File: src/design/keypad_params.svh
// Keypad display timing constants for row scan, debounce and digit multiplex
`ifndef KEYPAD_PARAMS_SVH
`define KEYPAD_PARAMS_SVH

// ==============================
// Row scanner
// ==============================
// Cycles each keypad row stays driven
`define KP_SCAN_TICKS 8

// ==============================
// Debouncer
// ==============================
// Consecutive stable cycles to confirm a press or a release
`define KP_DEBOUNCE_CYCLES 16

// ==============================
// Display
// ==============================
// Cycles each digit stays lit
`define KP_MUX_TICKS 4

`endif

File: src/design/keypad_pkg.sv
// Shared key code and FSM state types for the keypad display
package keypad_pkg;

    // One hex key or digit value
    typedef logic [3:0] hex_digit_t;

    // Debouncer FSM
    typedef enum logic [1:0] {
        DEB_IDLE,     // Waiting for a key
        DEB_CONFIRM,  // Counting stable cycles
        DEB_HELD,     // Key registered and still down
        DEB_RELEASE   // Counting clean release cycles
    } deb_state_t;

    // Active display side
    typedef enum logic {
        SIDE_LEFT,    // select0 lit
        SIDE_RIGHT    // select1 lit
    } disp_side_t;

endpackage

File: src/design/keypad_scanner.sv
// Keypad row scanner with two-stage column synchronizer and key detection
`timescale 1ns/10ps
`include "keypad_params.svh"

module keypad_scanner (
    input  logic       clk,
    input  logic       rst,           // Sync, active high
    input  logic [3:0] keypad_cols,   // Raw columns from the keypad
    input  logic       scan_stop,     // Hold the current row
    output logic [3:0] keypad_rows,   // One-hot row drive
    output logic [3:0] row_idx,       // Row matching col_sync
    output logic [3:0] col_sync,      // Columns after two flops
    output logic       key_detected   // Settled nonzero column
);

    // ==============================
    // Local constants and signals
    // ==============================
    localparam int unsigned DWELL_W    = $clog2(`KP_SCAN_TICKS);
    localparam int unsigned DWELL_LAST = `KP_SCAN_TICKS - 1;
    localparam int unsigned SETTLE     = 2;  // Synchronizer depth

    logic [DWELL_W-1:0] dwell_cnt;     // Cycles spent on this row
    logic [3:0]         col_meta;      // First sync stage
    logic [3:0]         row_d1;        // Row delayed one cycle
    logic               dwell_settled; // Sync pipe holds this row

    // ==============================
    // Row drive
    // ==============================
    // Rotate one-hot row every KP_SCAN_TICKS cycles
    always_ff @(posedge clk) begin
        if (rst) begin
            dwell_cnt   <= '0;
            keypad_rows <= 4'b0001;        // Start on row 0
        end else if (!scan_stop) begin     // Frozen while a key is handled
            if (dwell_cnt == DWELL_W'(DWELL_LAST)) begin
                dwell_cnt   <= '0;
                keypad_rows <= {keypad_rows[2:0], keypad_rows[3]};  // Next row, wraps
            end else begin
                dwell_cnt <= dwell_cnt + 1'b1;
            end
        end
    end

    // ==============================
    // Column synchronizer
    // ==============================
    always_ff @(posedge clk) begin
        if (rst) begin
            col_meta <= '0;
            col_sync <= '0;
            row_d1   <= 4'b0001;
            row_idx  <= 4'b0001;
        end else begin
            col_meta <= keypad_cols;       // May go metastable
            col_sync <= col_meta;
            // Row copy follows the same two-cycle lag
            row_d1   <= keypad_rows;
            row_idx  <= row_d1;
        end
    end

    // Columns for a new row reach col_sync two cycles into the dwell
    assign dwell_settled = (dwell_cnt >= DWELL_W'(SETTLE));

    // Key seen on the current row
    assign key_detected = dwell_settled && (col_sync != 4'b0000);

endmodule

File: src/design/keypad_decoder.sv
// Keypad decoder turning one-hot row and column into a hex key code
`timescale 1ns/10ps

module keypad_decoder (
    input  logic [3:0]             row_idx,     // One-hot row
    input  logic [3:0]             col_sync,    // Synchronized columns
    output keypad_pkg::hex_digit_t key_code,    // 0 when invalid
    output logic                   code_valid   // Both inputs one-hot
);

    import keypad_pkg::*;

    logic [1:0] row_num;
    logic [1:0] col_num;
    logic       row_ok;
    logic       col_ok;
    hex_digit_t lut_code;

    // Returns {one_hot, index}
    function automatic logic [2:0] onehot_decode(input logic [3:0] v);
        case (v)
            4'b0001: return 3'b100;
            4'b0010: return 3'b101;
            4'b0100: return 3'b110;
            4'b1000: return 3'b111;
            default: return 3'b000;  // None or several lines
        endcase
    endfunction

    assign {row_ok, row_num} = onehot_decode(row_idx);
    assign {col_ok, col_num} = onehot_decode(col_sync);

    // ==============================
    // Key layout
    // ==============================
    always_comb begin
        case ({row_num, col_num})
            4'd0:    lut_code = 4'h1;  // Row 0
            4'd1:    lut_code = 4'h2;
            4'd2:    lut_code = 4'h3;
            4'd3:    lut_code = 4'hA;
            4'd4:    lut_code = 4'h4;  // Row 1
            4'd5:    lut_code = 4'h5;
            4'd6:    lut_code = 4'h6;
            4'd7:    lut_code = 4'hB;
            4'd8:    lut_code = 4'h7;  // Row 2
            4'd9:    lut_code = 4'h8;
            4'd10:   lut_code = 4'h9;
            4'd11:   lut_code = 4'hC;
            4'd12:   lut_code = 4'hE;  // Row 3
            4'd13:   lut_code = 4'h0;
            4'd14:   lut_code = 4'hF;
            default: lut_code = 4'hD;
        endcase
    end

    // Multi-column or empty reads are rejected
    assign code_valid = row_ok && col_ok;
    assign key_code   = code_valid ? lut_code : 4'h0;

endmodule

File: src/design/keypad_debouncer.sv
// Keypad debouncer confirming a press, registering it once and waiting for release
`timescale 1ns/10ps
`include "keypad_params.svh"

module keypad_debouncer (
    input  logic                   clk,
    input  logic                   rst,            // Sync, active high
    input  logic                   key_detected,   // From scanner
    input  keypad_pkg::hex_digit_t key_code,       // From decoder
    input  logic                   code_valid,
    input  logic [3:0]             col_sync,       // Synchronized columns
    output logic                   scan_stop,      // Freeze row scan
    output logic                   key_valid,      // One-cycle pulse
    output keypad_pkg::hex_digit_t debounced_key   // Last accepted key
);

    import keypad_pkg::*;

    // ==============================
    // Local constants and signals
    // ==============================
    localparam int unsigned STAB_W    = $clog2(`KP_DEBOUNCE_CYCLES);
    localparam int unsigned STAB_LAST = `KP_DEBOUNCE_CYCLES - 1;

    deb_state_t        state;
    logic [STAB_W-1:0] stab_cnt;     // Stable cycle count
    logic [3:0]        col_latch;    // Column pattern at first sight
    hex_digit_t        code_latch;   // Candidate key
    logic              stab_done;
    logic              press_seen;   // Candidate in idle
    logic              col_same;     // Columns unchanged and single
    logic              confirm_hit;  // Press accepted this cycle

    assign stab_done   = (stab_cnt == STAB_W'(STAB_LAST));
    assign press_seen  = (state == DEB_IDLE) && key_detected && code_valid;
    assign col_same    = code_valid && (col_sync == col_latch);
    assign confirm_hit = (state == DEB_CONFIRM) && col_same && stab_done;

    // Row stays frozen for the whole press
    assign scan_stop = (state != DEB_IDLE);

    // ==============================
    // Press and release FSM
    // ==============================
    always_ff @(posedge clk) begin
        if (rst) begin
            state     <= DEB_IDLE;
            stab_cnt  <= '0;
            key_valid <= 1'b0;
        end else begin
            key_valid <= 1'b0;  // Pulse default
            case (state)
                DEB_IDLE: begin
                    stab_cnt <= '0;
                    if (press_seen)
                        state <= DEB_CONFIRM;
                end
                DEB_CONFIRM: begin
                    if (!col_same) begin
                        state <= DEB_IDLE;          // Bounce or second column
                    end else if (stab_done) begin
                        key_valid <= 1'b1;          // Single registration
                        state     <= DEB_HELD;
                    end else begin
                        stab_cnt <= stab_cnt + 1'b1;
                    end
                end
                DEB_HELD: begin
                    stab_cnt <= '0;
                    if (col_sync == 4'b0000)
                        state <= DEB_RELEASE;
                end
                DEB_RELEASE: begin
                    if (col_sync != 4'b0000) begin
                        state <= DEB_HELD;          // Release bounce, no new pulse
                    end else if (stab_done) begin
                        state <= DEB_IDLE;          // Clean release
                    end else begin
                        stab_cnt <= stab_cnt + 1'b1;
                    end
                end
                default: state <= DEB_IDLE;
            endcase
        end
    end

    // ==============================
    // Key payload
    // ==============================
    always_ff @(posedge clk) begin
        if (press_seen) begin
            col_latch  <= col_sync;
            code_latch <= key_code;
        end
        if (confirm_hit)
            debounced_key <= code_latch;  // Steady from the pulse on
    end

endmodule

File: src/design/digit_display.sv
// Two-digit key history with time-multiplexed active-low seven-segment output
`timescale 1ns/10ps
`include "keypad_params.svh"

module digit_display (
    input  logic                   clk,
    input  logic                   rst,            // Sync, active high
    input  logic                   key_valid,      // New key pulse
    input  keypad_pkg::hex_digit_t debounced_key,
    output logic [6:0]             seg,            // Active low, bit 0 is a
    output logic                   select0,        // Left digit enable
    output logic                   select1         // Right digit enable
);

    import keypad_pkg::*;

    // ==============================
    // Local constants and signals
    // ==============================
    localparam int unsigned MUX_W    = $clog2(`KP_MUX_TICKS);
    localparam int unsigned MUX_LAST = `KP_MUX_TICKS - 1;

    hex_digit_t       digit_left;   // Older key
    hex_digit_t       digit_right;  // Newest key
    hex_digit_t       shown_digit;
    logic [MUX_W-1:0] mux_cnt;      // Cycles on current side
    disp_side_t       side;

    // ==============================
    // Digit history
    // ==============================
    always_ff @(posedge clk) begin
        if (rst) begin
            digit_left  <= 4'h0;
            digit_right <= 4'h0;
        end else if (key_valid) begin
            digit_left  <= digit_right;    // Shift left
            digit_right <= debounced_key;
        end
    end

    // ==============================
    // Multiplex timing
    // ==============================
    always_ff @(posedge clk) begin
        if (rst) begin
            mux_cnt <= '0;
            side    <= SIDE_LEFT;          // Left lit first
        end else if (mux_cnt == MUX_W'(MUX_LAST)) begin
            mux_cnt <= '0;
            side    <= (side == SIDE_LEFT) ? SIDE_RIGHT : SIDE_LEFT;
        end else begin
            mux_cnt <= mux_cnt + 1'b1;
        end
    end

    // Exactly one enable at a time
    assign select0 = (side == SIDE_LEFT);
    assign select1 = (side == SIDE_RIGHT);

    assign shown_digit = (side == SIDE_LEFT) ? digit_left : digit_right;

    // Segment table
    // Bits are {g,f,e,d,c,b,a}, low lights a segment
    always_comb begin
        case (shown_digit)
            4'h0:    seg = 7'b1000000;
            4'h1:    seg = 7'b1111001;
            4'h2:    seg = 7'b0100100;
            4'h3:    seg = 7'b0110000;
            4'h4:    seg = 7'b0011001;
            4'h5:    seg = 7'b0010010;
            4'h6:    seg = 7'b0000010;
            4'h7:    seg = 7'b1111000;
            4'h8:    seg = 7'b0000000;
            4'h9:    seg = 7'b0010000;
            4'hA:    seg = 7'b0001000;
            4'hB:    seg = 7'b0000011;  // Lower case b
            4'hC:    seg = 7'b1000110;
            4'hD:    seg = 7'b0100001;  // Lower case d
            4'hE:    seg = 7'b0000110;
            default: seg = 7'b0001110;  // F
        endcase
    end

endmodule

File: src/design/keypad_display_top.sv
// Keypad display top joining scanner, decoder, debouncer and two-digit display
`timescale 1ns/10ps

module keypad_display_top (
    input  logic       clk,
    input  logic       rst,           // Sync, active high
    input  logic [3:0] keypad_cols,   // Column inputs from the keypad
    output logic [3:0] keypad_rows,   // One-hot row drive
    output logic [6:0] seg,           // Active-low segments
    output logic       select0,       // Left digit enable
    output logic       select1        // Right digit enable
);

    import keypad_pkg::*;

    // ==============================
    // Internal signals
    // ==============================
    logic [3:0] row_idx;        // Scanner row, aligned with col_sync
    logic [3:0] col_sync;
    logic       key_detected;
    hex_digit_t key_code;       // Decoder output
    logic       code_valid;
    logic       scan_stop;      // Debouncer holds the row
    logic       key_valid;
    hex_digit_t debounced_key;

    // ==============================
    // Scan and decode
    // ==============================
    keypad_scanner u_scanner (
        .clk          (clk),
        .rst          (rst),
        .keypad_cols  (keypad_cols),
        .scan_stop    (scan_stop),
        .keypad_rows  (keypad_rows),
        .row_idx      (row_idx),
        .col_sync     (col_sync),
        .key_detected (key_detected)
    );

    keypad_decoder u_decoder (
        .row_idx    (row_idx),
        .col_sync   (col_sync),
        .key_code   (key_code),
        .code_valid (code_valid)
    );

    // ==============================
    // Debounce and display
    // ==============================
    keypad_debouncer u_debouncer (
        .clk           (clk),
        .rst           (rst),
        .key_detected  (key_detected),
        .key_code      (key_code),
        .code_valid    (code_valid),
        .col_sync      (col_sync),
        .scan_stop     (scan_stop),
        .key_valid     (key_valid),
        .debounced_key (debounced_key)
    );

    digit_display u_display (
        .clk           (clk),
        .rst           (rst),
        .key_valid     (key_valid),
        .debounced_key (debounced_key),
        .seg           (seg),
        .select0       (select0),
        .select1       (select1)
    );

endmodule

File: config.mk
export PLATFORM = sky130hd
export DESIGN_NAME = keypad_display_top
export DESIGN_NICKNAME = d
export VERILOG_FILES = /design/src/design/keypad_pkg.sv /design/src/design/keypad_scanner.sv /design/src/design/keypad_decoder.sv /design/src/design/keypad_debouncer.sv /design/src/design/digit_display.sv /design/src/design/keypad_display_top.sv
export VERILOG_INCLUDE_DIRS = /design/src /design/src/design
export SDC_FILE = /design/constraint.sdc
export NUM_CORES = 1
export LEC_CHECK = 0
export ABC_AREA = 1
export BUFFER_PORTS_ARGS = -buffer_cell sky130_fd_sc_hd__buf_2
export CAP_MARGIN = 5
export CORE_ASPECT_RATIO = 0.6
export CORE_MARGIN = 2
export CORE_UTILIZATION = 44
export CTS_BUF_LIST = sky130_fd_sc_hd__clkbuf_16
export CTS_CLUSTER_DIAMETER = 100
export DETAILED_ROUTE_END_ITERATION = 10
export PLACE_DENSITY = 0.64
export SYNTH_ARGS = -nofsm -noshare
export SYNTH_HDL_FRONTEND = slang
export SYNTH_HIERARCHICAL = 1
export SYNTH_SLANG_ARGS = --single-unit
File: constraint.sdc
create_clock -name clk -period 3.2 [get_ports clk]
set_input_delay 0.8 -clock clk [delete_from_list [all_inputs] [get_ports clk]]
set_output_delay 0.8 -clock clk [all_outputs]
set_load 0.03 [all_outputs]
==> Yosys cells after proc, flatten, opt, wreduce, memory -nomap -nowiden <==
Memory sizes are Yosys's and may differ from the RTL's. A register that Yosys moved wholly into a read port is not among the register bits.
Cells that the tools add are included.
{ "classes": {"add_sub_neg": 3, "n_mul": 0, "div": 0, "magnitude_cmp": 1, "eq_ne": 21, "n_shift": 0, "muxes": 17, "bitwise": 4, "reduce_logical": 18} }
{ "ops": {"columns": ["op", "count"], "rows": [
  ["one-hot mux 3 bit (4 select lines)", 2],
  ["2-to-1 mux 4 bit", 4],
  ["== test 4 bit, second input constant", 3],
  ["2-to-1 mux 2 bit", 6],
  ["one-hot mux 4 bit (3 select lines)", 1],
  ["== test 4 x 1 -> 1 bit, second input constant", 2],
  ["== test 4 x 2 -> 1 bit, second input constant", 2],
  ["== test 4 x 3 -> 1 bit, second input constant", 2],
  ["one-hot mux 2 bit (4 select lines)", 1],
  ["logical AND 1 bit", 7],
  ["== test 2 bit, second input constant", 3],
  ["!= test 2 x 1 -> 1 bit, second input constant", 3],
  ["adder 4 x 1 -> 4 bit, second input constant", 1],
  ["== test 4 bit", 1],
  ["logical NOT 4 bit", 1],
  ["inverter 1 bit", 4],
  ["AND reduction 2 bit", 2],
  ["AND reduction 4 bit", 1],
  ["nonzero test 4 bit", 1],
  ["OR reduction 2 bit", 2],
  ["adder 3 x 1 -> 3 bit, second input constant", 1],
  ["== test 3 bit, second input constant", 1],
  [">= comparator 3 x 2 -> 1 bit, second input constant", 1],
  ["2-to-1 mux 3 bit", 1],
  ["other kinds (10)", 11]
]} }
{ "totals": {"reg_bits": 49, "latchBits": 0, "ram_bits": 0, "mem_bits_ro": 176, "in_bits": 6, "output_inout_bits": 13, "wordCells": 81, "memories": 2} }
{ "mem_list": {"columns": ["name", "depth", "width", "rd", "rd_ports_with_merged_regs", "write_ports", "line_no", "source"], "rows": [
  ["(name not given)", 16, 7, 1, 0, 0, "digit_display.sv:66", "case (shown_digit)"],
  ["(name not given)", 16, 4, 1, 1, 0, "keypad_decoder.sv:37", "case ({row_num, col_num})"]
]} }

==> Longest topological paths before layout <==
{ "logic_depth": {"ltp_word": 6, "depth_mapped": 15, "mapped_depth_nobuf": 15} }

==> Modules after synthesis <==
Netlist, hierarchy kept.
{ "by_module_without_submodules": {"columns": ["mod", "instances", "cells_each", "area_each_um2", "seq_area_each_um2"], "rows": [
  ["keypad_debouncer", 1, 92, 845.8, 500.5],
  ["keypad_scanner", 1, 96, 780.7, 460.4],
  ["digit_display", 1, 110, 769.5, 220.2],
  ["keypad_decoder", 1, 68, 367.9, 0.0]
]} }

==> Worst setup path before layout <==
OpenSTA, ideal clock, no wires.
{ "synth_timing": {"path_kind": "reg2out", "start": "register u_display.side, in the netlist u_display/select1", "end": "output seg[2]", "t_arrival_ps": 1672, "t_required_ps": 2400, "slack_ps": 728, "path_stages_with_launch": 9, "n_path_buf": 1, "cell_sequence": "dfxtp_1 -> buf_6 -> inv_6 -> nand2_1 -> nand2_2 -> inv_1 -> ha_1 -> nand2_1 -> o21ai_1"} }
{ "synth_via": {"elab_chain_cells": 2} }
{ "synth_lines": {"columns": ["element", "line_no", "source"], "rows": [
  ["start, declared", "digit_display.sv:27", "disp_side_t side;"],
  ["start signal, assigned", "digit_display.sv:51", "side <= (side == SIDE_LEFT) ? SIDE_RIGHT : SIDE_LEFT;"],
  ["2-to-1 mux 4 bit", "digit_display.sv:61", "assign shown_digit = (side == SIDE_LEFT) ? digit_left : digit_right;"],
  ["memory (16 x 7 bit)", null, null],
  ["end, declared", "keypad_display_top.sv:9", "output logic [6:0] seg,"]
]} }
Every way passes these cells.

==> Worst setup path after layout <==
{ "layout_timing": {"start": "register u_display.side, in the netlist u_display/select1", "end": "output seg[6]"} }
The elaborated chain is that of the path after synthesis.

==> impl_results.md <==
- Drt total wl: between 5 and 6 mm
- Sequential share of power: 0.484
- Outcome: completed
- Count of final hold-check violations: 0
- Die Height: 65.4 um
- Final Critical Period: 2820 ps
- Starting Density: 0.454
- Final Util: 0.509
- Syn avg cell area: 7.55 sq um
- Setup TNS: 0 ps
- Synth-to-layout area growth: 12.0%
- RSZ-0062 raised after global routing: no
- Syn nets: 389
- Post-DRT Antenna Nets: 0
- Crit end category: output pin
- IO Port Bufs: 18
- Residual DRC: 0
- Fin crit share: 0.881
- Mapped Cells: 366
- Pre-antenna DRT Iters: 4
- Die area: 6950 sq um
- Pin count of the biggest net entering global routing: 34
- Fraction of the yosys area taken by sequential cells: 0.427
- Worst path required time: 2400 ps
- Clock Skew: 5.35 ps
- Pleak: around 1.4 nW
- Vias per cell: 4.65
- DRT iter0 DRCs: 117
- # Post-CTS Setup Buffers: 0
- Yosys cell types: 29
- Final HPWL DP: 3.70 mm
- Comb pwr share: 0.126
- P_int: about 1.1 mW
- Ys Warns: 6
- Vias in the first global route: 1826
- Inserted Diodes: 0
- Final RePlAce weighted congestion: 0.865
- CTS tree: done
- Worst Reg-to-Reg Cells: 12
- CTS Hold Bufs: 0
- Clock sinks: 53
- Hold depth: 2
- First-pass GRT wire length: around 8.5 mm
- Root buffer cell: clkbuf_16
- Sw Ratio: 0.247
- Psw: 373 uW
- Tot GR Track Use: 0.153
- Clock network latency to the later pin of the worst-skew pair: 290 ps
- Synth Cell Area: ~2800 sq um
- Dpl ws: between 600 and 700 ps
- Max-cap violations: 0
- Max_slew headroom: 0.587
- Core region area: 6080 sq um
- PnR worst setup slack: 381 ps
- CTS buffer count: 5
- Fmax: 355 MHz
- Crit path kind: reg2out
- Final Max Tran Viols: 0
- Die Wd: ~110 um
- Number of fill cells: between 500 and 600
- Post-synth ARST share: 0
- Vias: 2196
- Worst hold path class: reg2reg
- Layout cell share with drive strength beyond 1: 0.168
- #FFs+latches synth: 53
- EDFF count, synth: 12
- Io pins: 19
- Crit path DAT: 2020 ps
- Clk pin slew, worst setup/hold paths: 70 ps
- Main synth FF type: dfxtp_1
- Pwr dens: 488 nW/um^2
- Slew @ Worst Pin: about 620 ps
- Final-stage net count: 410
- Final Setup Violations: 0
- CP startpoint kind: register
- H-tree Lvls: 2
- Row cnt: 22
- Initial antenna violation count: 0
- Clock buffer depth: 2
- Clk network pwr share: 0.390
- Worst-path fanout max: 10
- CTS-repair resized insts: 0
- Maximum vdd drop: 0.000228 V
- Grt total ovfl: 0
- Routed WL per cell: 10.6 um
==> cells in the mapped netlist, types with 3 or more instances <==
library cell   n  area share
nor3_1         3      0.0054
edfxtp_1      12        0.13
nand3_2        3       0.011
nand2_4        7       0.029
nand2_2       11       0.025
nor2_1        57       0.077
dfxtp_1       41        0.30
o21ai_1        5      0.0091
a211oi_1       6       0.016
inv_1         49       0.067
inv_2          9       0.012
nor2_2         6       0.014
nand2_1       79        0.11
nand3_1       32       0.058
a21oi_1       13       0.024
ha_1          17       0.077
==> metrics by stage <==
stage / power [mW] / instances / instance area (sq um) / hold WS, ps
finish: 1.51 / 472 / 3100 / 400
global route: 1.58 / 472 / 3100 / 422
CTS: 1.53 / 472 / 3100 / 401
detailed placement: 0.936 / 464 / 2930 / 392
global placement: 0.932 / 464 / 2930 / 394
floorplan: 0.893 / 366 / 2760 / 383
==> cells in the final DEF (no fill, tap or decap), types with 7 or more instances in the layout <==
master,n
a21oi_1,13
buf_2,18
dfxtp_1,41
edfxtp_1,12
ha_1,17
inv_1,50
inv_2,9
nand2_1,79
nand2_2,11
nand2_4,7
nand3_1,32
nor2_1,57
==> final cells by class <==
type / count / area (sq um) / share of cell area
Clock buffer: 5 / 125 / 0.0404
Clock inverter: 3 / 38.8 / 0.0125
Inverter: 61 / 238 / 0.0768
Multi-Input combinational cell: 248 / 1320 / 0.426
Sequential cell: 53 / 1180 / 0.382
Tap cell: 84 / 105 / 0.0340
Timing Repair Buffer: 18 / 90.1 / 0.0291
==> per-layer routing <==
layer / global-route usage / vias to the layer above / routed length (um)
met4: 0.0395 / 0 / 44
met5: 0 / - / 0
met2: 0.205 / 49 / 1840
met3: 0.0357 / 7 / 265
met1: 0.240 / 956 / 2860
li1: - / 1184 / -
==> state kept, by name (all words and copies together) (netlist names) <==
register,flops
u_debouncer/code_latch,4
u_debouncer/col_latch,4
u_debouncer/debounced_key,4
u_debouncer/key_valid,1
u_debouncer/stab_cnt,4
u_debouncer/state,2
u_display/digit_left,4
u_display/digit_right,4
u_display/mux_cnt,2
u_display/select1,1
u_scanner/col_meta,4
u_scanner/col_sync,4
u_scanner/dwell_cnt,3
u_scanner/keypad_rows,4
u_scanner/row_d1,4
u_scanner/row_idx,4
==> power groups by stage <==
| stage | logic, mW | clock network (mW) | registers, mW |
|---|---|---|---|
| 3_3_place_gp | 0.186 | 0 | 0.746 |
| 4_1_cts | 0.190 | 0.604 | 0.732 |
| 6_report | 0.190 | 0.589 | 0.732 |
| 2_1_floorplan | 0.149 | 0 | 0.744 |
| 5_1_grt | 0.214 | 0.633 | 0.736 |
| 3_5_place_dp | 0.190 | 0 | 0.747 |
==> worst paths after layout <==
check | from | end | slack, ps
hold / removal | u_scanner/col_meta[1] | u_scanner/col_sync[1] | 400
hold reg to reg | u_scanner/col_meta[1] | u_scanner/col_sync[1] | 400
setup reg to reg | u_scanner/col_sync[3] | u_debouncer/debounced_key[3] | 1130
setup / recovery | u_display/select1 | seg[6] | 380
==> worst max-delay path: stages (launching register included) <==
cell,delay (ps)
dfxtp_1,610
inv_6,90
nand2_1,100
nand2_2,110
inv_1,130
ha_1,180
nand3_1,140
nand2_1,100
nand2_1,50
nand2_1,50
buf_2,190
==> cells by family after synthesis <==
| logic type | count (synthesis) | share of synthesized area |
|---|---|---|
| simple gates | 203 | 0.338 |
| buf+inv | 65 | 0.0960 |
| flops | 53 | 0.427 |
| compound gates | 25 | 0.0521 |
| fa+ha+maj | 17 | 0.0770 |
| xor+xnor | 3 | 0.00951 |
No activity file was read; power rests on OpenSTA's default activity.
